<file path="config.mk">
export PLATFORM = sky130hd
export DESIGN_NAME = ahb_timer
export DESIGN_NICKNAME = d
export VERILOG_FILES = /design/src/ahb_periph_pkg.sv /design/src/ahb_timer.sv
export SDC_FILE = /design/constraint.sdc
export NUM_CORES = 1
export LEC_CHECK = 0
export BUFFER_PORTS_ARGS = -buffer_cell sky130_fd_sc_hd__buf_2
export CORE_MARGIN = 2
export CORE_UTILIZATION = 45
export CTS_CLUSTER_DIAMETER = 30
export DETAILED_ROUTE_END_ITERATION = 6
export PLACE_DENSITY = 0.71
export SYNTH_ARGS = -nofsm -noshare
export SYNTH_HDL_FRONTEND = slang
export SYNTH_SLANG_ARGS = --single-unit
</file>
<file path="constraint.sdc">
create_clock -name hclk_i -period 3.5 [get_ports hclk_i]
set_input_delay 0.7 -clock hclk_i [delete_from_list [all_inputs] [get_ports hclk_i]]
set_output_delay 0.7 -clock hclk_i [all_outputs]
set_load 0.005 [all_outputs]
</file>
<file path="src/ahb_periph_pkg.sv">
//////////////////////////////////////////////////////////////////////
// Shared AHB-Lite bus widths, transfer and size codes, memory map
// and timer register offsets
//////////////////////////////////////////////////////////////////////

`default_nettype none

package ahb_periph_pkg;

   //////////////////////////////////////////////////////////////////////
   // Bus widths
   //////////////////////////////////////////////////////////////////////

   localparam int HADDR_W = 32;                     // Address bus width
   localparam int HDATA_W = 32;                     // Data bus width

   // HTRANS codes, only NONSEQ and SEQ start a transfer
   localparam logic [1:0] HTRANS_IDLE   = 2'b00;
   localparam logic [1:0] HTRANS_BUSY   = 2'b01;
   localparam logic [1:0] HTRANS_NONSEQ = 2'b10;
   localparam logic [1:0] HTRANS_SEQ    = 2'b11;

   // HSIZE codes up to one bus word
   localparam logic [2:0] HSIZE_BYTE = 3'b000;
   localparam logic [2:0] HSIZE_HALF = 3'b001;
   localparam logic [2:0] HSIZE_WORD = 3'b010;

   //////////////////////////////////////////////////////////////////////
   // Memory map
   //////////////////////////////////////////////////////////////////////

   localparam logic [HADDR_W-1:0] SRAM_BASE  = 32'h0000_0000; // Lowest 512 MB
   localparam logic [HADDR_W-1:0] SRAM_MASK  = 32'hE000_0000;
   localparam logic [HADDR_W-1:0] TIMER_BASE = 32'h4000_0000; // 32 byte window
   localparam logic [HADDR_W-1:0] TIMER_MASK = 32'hFFFF_FFE0;

   // Address belongs to a slave when masked address equals its base
   function automatic logic addr_match(input logic [HADDR_W-1:0] addr,
                                       input logic [HADDR_W-1:0] base,
                                       input logic [HADDR_W-1:0] mask);
      return (addr & mask) == base;
   endfunction

   //////////////////////////////////////////////////////////////////////
   // Timer registers
   //////////////////////////////////////////////////////////////////////

   localparam int TMR_OFF_W = 5;                    // Byte offset inside the window

   localparam logic [TMR_OFF_W-1:0] TMR_CTRL     = 5'h00;
   localparam logic [TMR_OFF_W-1:0] TMR_PRESCALE = 5'h04; // Prescaler reload
   localparam logic [TMR_OFF_W-1:0] TMR_COUNT    = 5'h08;
   localparam logic [TMR_OFF_W-1:0] TMR_COMPARE  = 5'h0C;
   localparam logic [TMR_OFF_W-1:0] TMR_STATUS   = 5'h10; // Write one to clear

   // Bit positions
   localparam int TMR_CTRL_EN     = 0;              // Counter enable
   localparam int TMR_CTRL_IE     = 1;              // Interrupt enable
   localparam int TMR_STATUS_PEND = 0;              // Match pending

endpackage

`default_nettype wire

</file>
<file path="src/ahb_timer.sv">
//////////////////////////////////////////////////////////////////////
// AHB-Lite timer with prescaler, counter, compare match, status
// and registered interrupt
//////////////////////////////////////////////////////////////////////

`timescale 1ns/100ps
`default_nettype none

module ahb_timer
   import ahb_periph_pkg::*;
(
   input  wire                hclk_i,
   input  wire                rst_n_i,
   input  wire                hsel_i,
   input  wire [HADDR_W-1:0]  haddr_i,
   input  wire [1:0]          htrans_i,
   input  wire                hwrite_i,
   input  wire [2:0]          hsize_i,
   input  wire [HDATA_W-1:0]  hwdata_i,
   input  wire                hready_i,
   output logic [HDATA_W-1:0] hrdata_o,
   output logic               hreadyout_o,
   output logic               hresp_o,
   output logic               irq_o                // Registered interrupt
);

   logic                 accept;
   logic                 dp_write_q;
   logic [TMR_OFF_W-1:0] dp_off_q;                // Word aligned register offset
   logic                 wr_en;
   logic                 count_wr;
   logic [1:0]           ctrl_q;                  // IE and EN
   logic [HDATA_W-1:0]   prescale_q;
   logic [HDATA_W-1:0]   count_q;
   logic [HDATA_W-1:0]   compare_q;
   logic                 pending_q;
   logic [HDATA_W-1:0]   pre_cnt_q;               // Prescaler down counter
   logic                 tick;
   logic [HDATA_W-1:0]   count_inc;
   logic                 match_q;

   //////////////////////////////////////////////////////////////////////
   // Bus side
   //////////////////////////////////////////////////////////////////////

   assign accept = hsel_i && hready_i &&
                   ((htrans_i == HTRANS_NONSEQ) || (htrans_i == HTRANS_SEQ));

   always_ff @(posedge hclk_i or negedge rst_n_i) begin
      if (!rst_n_i)
         dp_write_q <= 1'b0;
      else if (hready_i)
         dp_write_q <= accept && hwrite_i && (hsize_i == HSIZE_WORD); // Word writes only
   end

   always_ff @(posedge hclk_i) begin
      if (accept)
         dp_off_q <= {haddr_i[TMR_OFF_W-1:2], 2'b00};
   end

   assign wr_en    = dp_write_q && hready_i;
   assign count_wr = wr_en && (dp_off_q == TMR_COUNT);

   // Configuration registers
   always_ff @(posedge hclk_i or negedge rst_n_i) begin
      if (!rst_n_i) begin
         ctrl_q     <= '0;
         prescale_q <= '0;
         compare_q  <= '0;
      end else if (wr_en) begin
         case (dp_off_q)
            TMR_CTRL:     ctrl_q     <= hwdata_i[1:0];
            TMR_PRESCALE: prescale_q <= hwdata_i;
            TMR_COMPARE:  compare_q  <= hwdata_i;
            default:      ;                       // COUNT and STATUS below
         endcase
      end
   end

   //////////////////////////////////////////////////////////////////////
   // Counting
   //////////////////////////////////////////////////////////////////////

   // One tick every prescale plus one cycles
   assign tick      = ctrl_q[TMR_CTRL_EN] && (pre_cnt_q == '0);
   assign count_inc = count_q + 1'b1;

   always_ff @(posedge hclk_i or negedge rst_n_i) begin
      if (!rst_n_i) begin
         pre_cnt_q <= '0;
         count_q   <= '0;
         match_q   <= 1'b0;
         pending_q <= 1'b0;
         irq_o     <= 1'b0;
      end else begin
         if (!ctrl_q[TMR_CTRL_EN] || tick)
            pre_cnt_q <= prescale_q;              // Reload
         else
            pre_cnt_q <= pre_cnt_q - 1'b1;

         if (count_wr)
            count_q <= hwdata_i;                  // Bus write beats the tick
         else if (tick)
            count_q <= count_inc;

         match_q <= tick && !count_wr && (count_inc == compare_q);

         // A new match wins over a clear in the same cycle
         if (match_q)
            pending_q <= 1'b1;
         else if (wr_en && (dp_off_q == TMR_STATUS) && hwdata_i[TMR_STATUS_PEND])
            pending_q <= 1'b0;

         irq_o <= pending_q && ctrl_q[TMR_CTRL_IE];
      end
   end

   // Read mux, undefined offsets read zero
   always_comb begin
      case (dp_off_q)
         TMR_CTRL:     hrdata_o = {{(HDATA_W-2){1'b0}}, ctrl_q};
         TMR_PRESCALE: hrdata_o = prescale_q;
         TMR_COUNT:    hrdata_o = count_q;
         TMR_COMPARE:  hrdata_o = compare_q;
         TMR_STATUS:   hrdata_o = {{(HDATA_W-1){1'b0}}, pending_q};
         default:      hrdata_o = '0;
      endcase
   end

   assign hreadyout_o = 1'b1;                     // Zero wait states
   assign hresp_o     = 1'b0;

   // Interrupt only while pending and enabled except right after a bus write
   a_irq_cause: assert property (@(posedge hclk_i) disable iff (!rst_n_i)
      irq_o |-> (pending_q && ctrl_q[TMR_CTRL_IE]) || $past(wr_en));

endmodule

`default_nettype wire

</file>
==> flow_summary.ini <==
[detailed_routing]
ant_nets = 0
drtPass1Iterations = 6
drt-initial-drc-count = 459
routedWlPerCell_um = 20.0
drc_errors = 0
num_vias = 6758
avgViaCountPerCell = 5.91
totalWireLength_um = 22900

[worst_hold_path]
worstHoldPathType = in2async

[synth]
postSynthAreaPerCell_sq_um = 9.72
yosysTopAreaCellShare = 0.406
async_reset_ff_frac = 0.978
yosysWarnings = 0
muxShareOfSynthArea = 0.136
synthSimpleGateAreaFrac = 0.191
synth_compound_area_frac = 0.101
ys_seq_elements = 137
yosysMostFrequentCell = dfrtp_1
yosys.area_share.adder = 0.00454
synthXorXnorAreaFrac = 0.108
synthFlopType = dfrtp_1
synth_fp_nets = 927
synth_top_family_by_area = simple AND/OR/NAND/NOR gates
synth_edf_count = 3
yosysUniqueCellTypes = 64
syn_area_sq_um = 8260
synth_cells = 850
synth_commonest_cells = dfrtp_1 (134), mux2_2 (97), nor2_1 (90)
seq_area_frac_synth = 0.417
synth_area_leaders = dfrtp_1 (41%), mux2_2 (13%), xnor2_1 (6.5%)
yosysTopAreaCell = dfrtp_1

[pwr]
power_uw = 5380
ir_drop_mv = 0.447
p_per_area_nw_per_um2 = 568
leakage_uw = 0.00410

[critical_path]
path_class = reg2out
rrSetupSlack_ns = 0.59
cp.arrival_ns = 2.46
reg2reg_to = match_q
end_kind = primary output
r2r_cells = 7
cp.required_ns = 2.80
r2r-start = count_q[0]
crit_path_start_kind = flop
cp_max_fo = 17

[global_routing]
grt_usage = 0.240
grt_overflow = 0
first_global_vias = 6577
grt_max_degree = 66
antenna_found_initial = 0
grt_pass1_wl_um = 36300

[floorplan]
core_area_sq_um = 18000
start_util = 0.460
rows = 49
die_h_um = 139
die_w_um = 139
die_area_sq_um = 19500
ioPinCount = 109

[clock_network]
cts.path.max_buffers = 2
insertion_delay_ns = 0.43
htree_num_levels = 4
post_cts_buffers = 0
path_clk_slew_ns = 0.06
cts_tree = yes
ctsHoldBuffers = 0
numCtsBuffers = 17
cts.repair.resized = 0
clock-sinks = 137
cts_root_buffer = clkbuf_16

[layout]
final_cells = 1144
stdcell_area_sq_um = 9470
diodes = 0
drive_gt1_frac = 0.277
fin_nets = 979
synthToLayoutAreaGrowth_pct = 14.7
nFillCells = 1603

[placed_design]
port_buffers = 76
dp.cells = 1112
placed_cell_area_sq_um = 8850
gp_congestion = 0.985
dp_hpwl_um = 16700

[sta]
tns_ns = 0
clock_skew_ns = 0.0107
setup_violations = 0
slew_headroom = 0.455
fin_hold_ws_ns = 0.264
period_minus_slack_ns = 3.16
finalHoldViolations = 0
worst_pin_slew_ns = 0.818
fmax_mhz = 317
final-max-slew-violation-count = 0
post-route-period-util = 0.902
rsz0062_at_grt = no

[status]
status = finished, final reports clean

[flow_run]
max_cap_viol_count = 0
==> worst max path at each step <==
stage	end	start	depth (start not counted)	slack, ns
finish	hrdata_o[30]	dp_off_q[2]	5	0.34
detailed placement	match_q	count_q[0]	7	0.62
global placement	match_q	count_q[0]	7	0.69
global route	hrdata_o[30]	dp_off_q[2]	5	0.21
CTS	hrdata_o[30]	dp_off_q[2]	5	0.35
floorplan	match_q	count_q[0]	8	1.02
==> where the power goes <==
| group | leakage, uW | internal, uW | switching, uW |
|---|---|---|---|
| registers | 0.00174 | 1730 | 257 |
| logic | 0.00207 | 635 | 852 |
| clock network | 0.000292 | 1210 | 700 |
| total | 0.00410 | 3570 | 1810 |
==> metrics by stage <==
step / setup slack [ns] / util
floorplan: 1.02 / -
global placement: 0.688 / 0.493
detailed placement: 0.616 / 0.493
CTS: 0.350 / 0.527
global route: 0.211 / 0.527
finish: 0.343 / 0.527
==> kinds of logic (layout without fill, tap and decap cells) <==
kind of cell	after synthesis	after routing
other	2	2
adder cells (fa/ha/maj)	3	3
multiplexers	99	99
AO/OA/AOI/OAI	136	136
AND/OR/NAND/NOR	296	296
buffers and inverters	75	140
flip-flops	137	137
XOR/XNOR	102	102
==> worst max-delay path, stage by stage, from the launching register on <==
cell      delay, ns
edfxtp_1       0.88
buf_4          0.31
mux2_2         0.35
a22oi_1        0.22
nor2_1         0.10
buf_2          0.15
==> final cells by class <==
cell class              instances  area (sq um)  area share
clock buffers                  20           447      0.0472
clock inverters                12           174      0.0184
inverters                       8          30.0     0.00317
multi-input cells             638          4500       0.475
flip-flops and latches        137          3440       0.364
well taps                     229           287      0.0303
repair buffers                100           592      0.0625
==> metal layers <==
| layer | global-route usage | share of wire |
|---|---|---|
| met1 | 0.318 | 0.42 |
| met2 | 0.384 | 0.47 |
| met3 | 0.0588 | 0.077 |
| met4 | 0.0888 | 0.031 |
| met5 | 0 | 0 |
==> sequential cells by signal, indices dropped and copies added, names as in the netlist <==
name        flops
pending_q       1
prescale_q     32
dp_write_q      1
ctrl_q          2
pre_cnt_q      32
match_q         1
irq_o           1
count_q        32
compare_q      32
dp_off_q        3
==> layout by cell type (no fill, tap or decap), types with 4 or more instances in the layout <==
master        n
clkbuf_16    17
o21ai_1      19
buf_4        22
or3_1         6
mux2_2       97
nor2_1       89
nor3_1       16
bufinv_16     4
xnor2_1      61
nand4_1      24
inv_1         8
a21oi_1      39
xor2_1       41
nand2_1      63
nor4_1       15
and4_1        6
o21ai_0      22
nand3_1      21
clkinvlp_4    4
buf_2        75
a31oi_1       5
and3_1       13
a22oi_1      32
dfrtp_1     134
or4_1         4
or4_4         4
No activity file was read; power rests on OpenSTA's default activity.
