**src/ahb_periph_pkg.sv**
```systemverilog
//////////////////////////////////////////////////////////////////////
// Shared AHB-Lite bus widths, transfer and size codes, memory map
// and timer register offsets
//////////////////////////////////////////////////////////////////////

`default_nettype none

package ahb_periph_pkg;

   //////////////////////////////////////////////////////////////////////
   // Bus widths
   //////////////////////////////////////////////////////////////////////

   localparam int HADDR_W = 32;                     // Address bus width
   localparam int HDATA_W = 32;                     // Data bus width

   // HTRANS codes, only NONSEQ and SEQ start a transfer
   localparam logic [1:0] HTRANS_IDLE   = 2'b00;
   localparam logic [1:0] HTRANS_BUSY   = 2'b01;
   localparam logic [1:0] HTRANS_NONSEQ = 2'b10;
   localparam logic [1:0] HTRANS_SEQ    = 2'b11;

   // HSIZE codes up to one bus word
   localparam logic [2:0] HSIZE_BYTE = 3'b000;
   localparam logic [2:0] HSIZE_HALF = 3'b001;
   localparam logic [2:0] HSIZE_WORD = 3'b010;

   //////////////////////////////////////////////////////////////////////
   // Memory map
   //////////////////////////////////////////////////////////////////////

   localparam logic [HADDR_W-1:0] SRAM_BASE  = 32'h0000_0000; // Lowest 512 MB
   localparam logic [HADDR_W-1:0] SRAM_MASK  = 32'hE000_0000;
   localparam logic [HADDR_W-1:0] TIMER_BASE = 32'h4000_0000; // 32 byte window
   localparam logic [HADDR_W-1:0] TIMER_MASK = 32'hFFFF_FFE0;

   // Address belongs to a slave when masked address equals its base
   function automatic logic addr_match(input logic [HADDR_W-1:0] addr,
                                       input logic [HADDR_W-1:0] base,
                                       input logic [HADDR_W-1:0] mask);
      return (addr & mask) == base;
   endfunction

   //////////////////////////////////////////////////////////////////////
   // Timer registers
   //////////////////////////////////////////////////////////////////////

   localparam int TMR_OFF_W = 5;                    // Byte offset inside the window

   localparam logic [TMR_OFF_W-1:0] TMR_CTRL     = 5'h00;
   localparam logic [TMR_OFF_W-1:0] TMR_PRESCALE = 5'h04; // Prescaler reload
   localparam logic [TMR_OFF_W-1:0] TMR_COUNT    = 5'h08;
   localparam logic [TMR_OFF_W-1:0] TMR_COMPARE  = 5'h0C;
   localparam logic [TMR_OFF_W-1:0] TMR_STATUS   = 5'h10; // Write one to clear

   // Bit positions
   localparam int TMR_CTRL_EN     = 0;              // Counter enable
   localparam int TMR_CTRL_IE     = 1;              // Interrupt enable
   localparam int TMR_STATUS_PEND = 0;              // Match pending

endpackage

`default_nettype wire

```
**src/ahb_decoder.sv**
```systemverilog
//////////////////////////////////////////////////////////////////////
// AHB-Lite address decoder with data-phase response steering
// and default slave ERROR responses
//////////////////////////////////////////////////////////////////////

`timescale 1ns/100ps
`default_nettype none

module ahb_decoder
   import ahb_periph_pkg::*;
(
   input  wire                hclk_i,
   input  wire                rst_n_i,
   input  wire [HADDR_W-1:0]  haddr_i,
   input  wire [1:0]          htrans_i,
   output logic               hready_o,           // Shared bus ready
   output logic               hsel_sram_o,
   output logic               hsel_timer_o,
   input  wire [HDATA_W-1:0]  sram_hrdata_i,
   input  wire                sram_hreadyout_i,
   input  wire                sram_hresp_i,
   input  wire [HDATA_W-1:0]  timer_hrdata_i,
   input  wire                timer_hreadyout_i,
   input  wire                timer_hresp_i,
   output logic [HDATA_W-1:0] hrdata_o,
   output logic               hresp_o
);

   // Data phase owner
   localparam logic [1:0] DP_NONE  = 2'd0;        // Idle or unmapped
   localparam logic [1:0] DP_SRAM  = 2'd1;
   localparam logic [1:0] DP_TIMER = 2'd2;

   // Default slave error sequence
   localparam logic [1:0] ERR_IDLE   = 2'd0;
   localparam logic [1:0] ERR_FIRST  = 2'd1;      // hready low, hresp high
   localparam logic [1:0] ERR_SECOND = 2'd2;      // hready high, hresp high

   logic       active;
   logic       accept;
   logic       unmapped;
   logic [1:0] dp_slv_q;
   logic [1:0] err_q;

   //////////////////////////////////////////////////////////////////////
   // Address phase decode
   //////////////////////////////////////////////////////////////////////

   assign hsel_sram_o  = addr_match(haddr_i, SRAM_BASE, SRAM_MASK);
   assign hsel_timer_o = addr_match(haddr_i, TIMER_BASE, TIMER_MASK);
   assign unmapped     = !hsel_sram_o && !hsel_timer_o;
   assign active       = (htrans_i == HTRANS_NONSEQ) || (htrans_i == HTRANS_SEQ);
   assign accept       = active && hready_o;      // Address phase taken this edge

   // Owner of the next data phase, updated only when the bus moves on
   always_ff @(posedge hclk_i or negedge rst_n_i) begin
      if (!rst_n_i) begin
         dp_slv_q <= DP_NONE;
      end else if (hready_o) begin
         if (accept && hsel_sram_o)
            dp_slv_q <= DP_SRAM;
         else if (accept && hsel_timer_o)
            dp_slv_q <= DP_TIMER;
         else
            dp_slv_q <= DP_NONE;
      end
   end

   // Two cycle ERROR for unmapped transfers
   always_ff @(posedge hclk_i or negedge rst_n_i) begin
      if (!rst_n_i) begin
         err_q <= ERR_IDLE;
      end else begin
         case (err_q)
            ERR_FIRST: err_q <= ERR_SECOND;
            default:   err_q <= (accept && unmapped) ? ERR_FIRST : ERR_IDLE; // Back to back errors
         endcase
      end
   end

   //////////////////////////////////////////////////////////////////////
   // Data phase response mux
   //////////////////////////////////////////////////////////////////////

   always_comb begin
      case (dp_slv_q)
         DP_SRAM: begin
            hready_o = sram_hreadyout_i;
            hresp_o  = sram_hresp_i;
            hrdata_o = sram_hrdata_i;
         end
         DP_TIMER: begin
            hready_o = timer_hreadyout_i;
            hresp_o  = timer_hresp_i;
            hrdata_o = timer_hrdata_i;
         end
         default: begin                          // Default slave
            hready_o = (err_q != ERR_FIRST);
            hresp_o  = (err_q != ERR_IDLE);
            hrdata_o = '0;
         end
      endcase
   end

   // At most one slave selected
   a_sel_onehot: assert property (@(posedge hclk_i) disable iff (!rst_n_i)
      !(hsel_sram_o && hsel_timer_o));

   // ERROR only from an unmapped acceptance or a slave owning the data phase
   a_resp_source: assert property (@(posedge hclk_i) disable iff (!rst_n_i)
      $rose(hresp_o) |-> $past(accept && unmapped) || (dp_slv_q != DP_NONE));

endmodule

`default_nettype wire

```
**config.mk**
```make
export PLATFORM = sky130hd
export DESIGN_NAME = ahb_decoder
export DESIGN_NICKNAME = d
export VERILOG_FILES = /design/src/ahb_periph_pkg.sv /design/src/ahb_decoder.sv
export SDC_FILE = /design/constraint.sdc
export NUM_CORES = 1
export LEC_CHECK = 0
export ABC_AREA = 1
export BUFFER_PORTS_ARGS = -buffer_cell sky130_fd_sc_hd__buf_2
export CAP_MARGIN = 20
export CORE_MARGIN = 2
export CORE_UTILIZATION = 28
export DETAILED_ROUTE_END_ITERATION = 8
export GPL_TIMING_DRIVEN = 0
export PLACE_DENSITY = 0.77
export REMOVE_ABC_BUFFERS = 1
export SETUP_SLACK_MARGIN = 0.5
export SYNTH_ARGS = -nofsm -noshare
export SYNTH_HDL_FRONTEND = slang
export SYNTH_SLANG_ARGS = --single-unit
```
**constraint.sdc**
```tcl
create_clock -name hclk_i -period 1.3 [get_ports hclk_i]
set_input_delay 0.195 -clock hclk_i [delete_from_list [all_inputs] [get_ports hclk_i]]
set_output_delay 0.195 -clock hclk_i [all_outputs]
set_load 0.05 [all_outputs]
```
==> out/metrics.yaml, run 1 <==
worst_setup_path:
  path_max_fanout: 4
  critPathCaptureType: "output pin"
  path_buf_inv: 4
  r2r_cells: 10
  cpMaxStageDelayCell: "dfrtp_2"
  rr_endpoint: "err_q[0]"
  arrival_ps: 1560
  max_stage_delay_ps: 420
  crit_chain: "inv_2 -> ha_4 -> buf_12 -> clkbuf_16 -> nand2_2 -> a21oi_2 -> buf_6"
  critPathLaunchType: "flop"
  required_ps: 1110
  reg2reg_from: "dp_slv_q[0]"
  ff2ff_setup_slack_ps: -130
  critPathTopFamily: "buffers and inverters"
  setup.worst_path.class: "reg2out"
clocking:
  cts_root_buf: "clkbuf_8"
  cts_tree: "yes"
  cts_buffers: 3
  max-clock-path-buffers: 2
  clkTransAtPathRegs_ps: 30
  clkSinkCount: 4
  clk_latency_ps: 210
  h-tree-depth: 1
synth:
  synth_area_per_cell_um2: 4.78
  ys_seq_area_share_pct: 9.69
  yosysWarnings: 0
  syn_inst: 216
  ys_ff_latch: 4
  syn_area_um2: 1030
  synth_cell_types: 20
place:
  dp_slack_ps: -939
  placement.cell_area_um2: 1700
  hpwlAfterDp_um: 3060
  place_congestion: 0.773
  port_buffers: 133
die:
  ios: 140
  dieWidth_um: 64.8
  core_area_um2: 3610
  start_util_pct: 28.7
  row_count: 22
  die_area_um2: 4190
  die_h_um: 64.8
grt:
  overflow: 0
  grt_first_pass_wirelength_um: 8120
  grt_pass1_vias: 1924
  antenna_found_initial: 0
  grt_usage_pct: 24.5
  grt_max_degree: 18
hold_path:
  hold_path_class: "in2async"
timing:
  finalSetupViolCount: 37
  finClkSkew_ps: 0.570
  slew_headroom_pct: 85.9
  rsz0062_at_grt: "yes"
  tightest_slew_ps: 210
  post-route-period-util_pct: 135
  fin_tns_setup_ps: -14030
  min_period_ps: 1760
  setup_ws_ps: -458
  timing.fmax_ghz: 0.569
  hold_violations: 0
  slew_violations: 0
outcome:
  status: "complete, but fails checks"
  violations: "negative setup slack"
routing:
  via_per_inst: 5.02
  drc_errors: 0
  dr.pass1.iters: 4
  drt_iter0_markers: 277
  postRouteAntennaNets: 0
  via_count: 2174
  wire_per_inst_um: 15.9
  finalWirelength_um: 6890
pwr:
  powerDensity_nw_per_um2: 397
  fin_total_pwr_mw: 1.18
  ir_drop_v: 0.000384
  p_leak_nw: 1.42
layout:
  syn_to_final_growth_pct: 188
  final_area_um2: 2980
  drive_gt1_share_pct: 72.7
  final_nets: 493
  fillCellCount: 219
  final_util_pct: 82.7
  diodes: 0
job:
  max-cap-violations: 0
final cells by class:
type | instances | area (um^2) | area share (%)
multi-input cells | 169 | 1130 | 38.0
well taps | 48 | 60.1 | 2.02
clock buffers | 3 | 41.3 | 1.39
flip-flops and latches | 4 | 101 | 3.40
repair buffers | 178 | 1520 | 51.0
inverters | 31 | 124 | 4.16
where the power goes:
part	internal (mW)	switching (mW)
combinational	0.376	0.408
sequential	0.139	0.00721
clock	0.197	0.0578
synthesized netlist by cell type (all sizes together):
library cell	number	share of area (%)
a21oi	34	16
buf	9	5.1
clkbuf	3	1.1
dfrtp	4	9.7
ha	2	2.4
inv	31	12
nand2	89	32
nand3	5	2.9
nand4	6	3.6
nor2	29	12
nor3	1	0.48
o21ai	3	2.9
routing by layer:
layer	part of all wire, %	global-route usage (%)
met1	34	24.7
met2	52	49.4
met3	9.3	4.69
met4	5.2	7.45
met5	0	0
metrics by stage:
step           hold slack (ps)  instances
6_report                   315        433
5_1_grt                    333        433
4_1_cts                    327        421
3_5_place_dp              3.29        385
3_3_place_gp             0.995        385
2_1_floorplan             -101        204
how the worst max path moves through the flow:
| stage | cells past startpoint | start | end | slack [ps] |
|---|---|---|---|---|
| 2_1_floorplan | 4 | dp_slv_q[0] | hresp_o | -940 |
| 3_3_place_gp | 7 | dp_slv_q[0] | hready_o | -950 |
| 3_5_place_dp | 6 | dp_slv_q[1] | hready_o | -940 |
| 4_1_cts | 7 | dp_slv_q[1] | hrdata_o[22] | -430 |
| 5_1_grt | 7 | dp_slv_q[1] | hresp_o | -530 |
| 6_report | 7 | dp_slv_q[1] | hresp_o | -460 |
timing repair:
item                       CTS  global route
setup endpoints to repair   39            39
hold endpoints to repair     4             0
resized for setup          137            80
pin swaps                   27            26
hold buffers                 1             0
setup buffers               31             9
cloned                       1             3
cells in the final DEF, fill, tap and decap left out, types with 4 or more instances in the layout:
cell type  instances
nand4_1            6
nand2_2           25
inv_2             11
a21oi_4            5
buf_12             9
nor2_2             6
nor2_1            21
buf_2             87
buf_6             49
a21oi_2           27
nand2_1           50
buf_4             24
inv_1             17
nand2_4           14
buf_8              4
kinds of logic (layout without fill, tap and decap cells):
| group | Yosys count | in the layout | synth area share [%] |
|---|---|---|---|
| AO/OA/AOI/OAI | 37 | 37 | 19.4 |
| adder cells (fa/ha/maj) | 2 | 2 | 2.42 |
| buffers and inverters | 43 | 212 | 17.7 |
| flip-flops | 4 | 4 | 9.69 |
| AND/OR/NAND/NOR | 130 | 130 | 50.8 |
worst register-to-register path: stages (launching register included):
cell	delay (ps)
dfrtp_1	380
inv_2	90
ha_4	180
buf_6	130
nand2_2	70
nand3_4	60
o21ai_4	70
buf_6	120
nor2_4	120
o21ai_2	70
nor2_2	70
flip-flops by register name, indices dropped and copies added, names as in the netlist:
register / cells
dp_slv_q: 2
err_q: 2
No activity file was read; power rests on OpenSTA's default activity.
==> run 2, diff against run 1 <==
Settings changed: PLACE_DENSITY 0.77 to 0.85.
==> out/metrics.yaml, run 2 (synthesized netlist as in run 1, its figures left out) <==
timing:
  hold_violations: 0  # unchanged
  slew_violations: 0  # unchanged
  setup_ws_ps: -406  # +52.6 ps
  finalSetupViolCount: 37  # unchanged
  min_period_ps: 1710  # -52.6 ps
  tightest_slew_ps: 190  # -19.7 ps
  post-route-period-util_pct: 131  # -4.0 points
  fin_tns_setup_ps: -12860  # +1170 ps
  finClkSkew_ps: 1.25  # +0.683 ps
  slew_headroom_pct: 87.3  # +1.4 points
  rsz0062_at_grt: "yes"
  timing.fmax_ghz: 0.586  # +3.1%
worst_setup_path:
  path_max_fanout: 8  # +4
  arrival_ps: 1510  # -50 ps
  required_ps: 1110  # about the same
  critPathCaptureType: "output pin"
  setup.worst_path.class: "reg2out"
  critPathLaunchType: "flop"
layout:
  mostFrequentLayoutCells: "89 x buf_2, 62 x nand2_1, 32 x buf_6"
  diodes: 0  # unchanged
  final_util_pct: 73.8  # -8.8 points
  reg_top3: "dp_slv_q x2, err_q x2"
  syn_to_final_growth_pct: 158
  final_common_cell: "buf_2"
  fin_cells: 420  # -3.0%
  final_nets: 480  # -2.6%
  final_area_um2: 2660  # -11%
  drive_gt1_share_pct: 66.4  # -6.3 points
grt:
  overflow: 0  # unchanged
  grt_usage_pct: 22.4  # -2.0 points
  grt_pass1_vias: 1878  # -2.4%
  antenna_found_initial: 0  # unchanged
  grt_first_pass_wirelength_um: 7650  # -5.9%
  grt_max_degree: 18  # unchanged
routing:
  top_layer_used: "met4"
  route.met2.wl_um: 3050  # -14%
  finalWirelength_um: 5590  # -19%
  drt_iter0_markers: 151  # -45%
  via_per_inst: 4.81  # -4.2%
  wl_met1_um: 2020  # -13%
  met3_length_um: 431  # -33%
  postRouteAntennaNets: 0  # unchanged
  wire_per_inst_um: 13.3  # -16%
  dr.pass1.iters: 4  # unchanged
  drc_errors: 0  # unchanged
  via_count: 2021  # -7.0%
outcome:
  violations: "negative setup slack"
  status: "complete, but fails checks"
place:
  hpwlAfterDp_um: 3020  # -1.0%
  port_buffers: 133  # unchanged
  placement.cell_area_um2: 1700  # unchanged
  dp.cells: 385  # unchanged
  place_congestion: 0.735  # -5.0%
hold_path:
  hold_path_class: "in2async"
die:
  row_count: 22  # unchanged
  die_area_um2: 4190  # unchanged
  ios: 140  # unchanged
  die_h_um: 64.8  # unchanged
  dieWidth_um: 64.8  # unchanged
  core_area_um2: 3610  # unchanged
  start_util_pct: 28.7  # unchanged
clocking:
  cts_buffers: 3  # unchanged
  cts_tree: "yes"
  clkTransAtPathRegs_ps: 30  # about the same
  clk_latency_ps: 210  # about the same
  h-tree-depth: 1  # unchanged
  clkSinkCount: 4  # unchanged
  max-clock-path-buffers: 2  # unchanged
  cts_root_buf: "clkbuf_8"
pwr:
  p_leak_nw: 1.29  # -9.1%
  powerDensity_nw_per_um2: 402  # +1.1%
  ir_drop_v: 0.000412  # +7.5%
job:
  max-cap-violations: 0  # unchanged
[run 2: cell types whose count changed in the layout (fill, tap and decap cells not counted), sizes merged]
cell / change
buf: -11
clkbuf: -2
[run 2: where the power goes]
| part | switching, mW | internal, mW | leakage, nW |
|---|---|---|---|
| clock | 0.0563 | 0.197 | 0.0216 |
| combinational | 0.359 | 0.309 | 1.22 |
| sequential | 0.00920 | 0.139 | 0.0519 |
[run 2: per-layer routing]
| metal | vias to the layer above | track usage (%) |
|---|---|---|
| li1 | 980 | - |
| met1 | 908 | 22.8 |
| met2 | 125 | 46.0 |
| met3 | 8 | 3.65 |
| met4 | 0 | 6.12 |
| met5 | - | 0 |
[run 2: worst max-delay path, stage by stage (launching register included)]
cell and delay [ps]:
dfrtp_2 420, inv_2 70, ha_4 210, clkbuf_16 180, nand2_1 60, a21oi_1 140, buf_4 210
[run 2: worst paths after layout]
| path | slack, ps | to | startpoint | cells after the start |
|---|---|---|---|---|
| worst min register to register | 580 | err_q[1] | err_q[0] | 2 |
| worst max register to register | -170 | dp_slv_q[1] | dp_slv_q[1] | 8 |
| min in group hclk_i | 340 | err_q[0] | haddr_i[30] | 3 |
| worst min-delay path | 320 | dp_slv_q[0] | rst_n_i | 2 |
| worst max-delay path | -410 | hrdata_o[20] | dp_slv_q[1] | 6 |
| max in group asynchronous | 850 | dp_slv_q[1] | rst_n_i | 2 |
[run 2: per-stage QoR]
| step | power [mW] | hold WS (ps) | setup WS, ps |
|---|---|---|---|
| after floorplan | 0.381 | -101 | -937 |
| after global placement | 0.578 | -1.00 | -928 |
| after detailed placement | 0.584 | 7.04 | -966 |
| after CTS | 0.979 | 312 | -401 |
| after global routing | 1.14 | 334 | -464 |
| final | 1.07 | 321 | -406 |
[run 2: cell type report]
type                            count  area [um^2]
Timing Repair Buffer              165         1270
Multi-Input combinational cell    169         1060
Fill cell                         272          943
Inverter                           31          134
Sequential cell                     4          101
Tap cell                           48         60.1
Clock buffer                        3         41.3
[run 2: what timing repair did]
action                                  CTS  global route
pin swaps                                15            21
cloned                                    0             1
endpoints found under the setup margin   39            39
hold buffers                              1             0
resized for setup                       103            78
setup buffers                            25             5
endpoints found under the hold margin     4             0
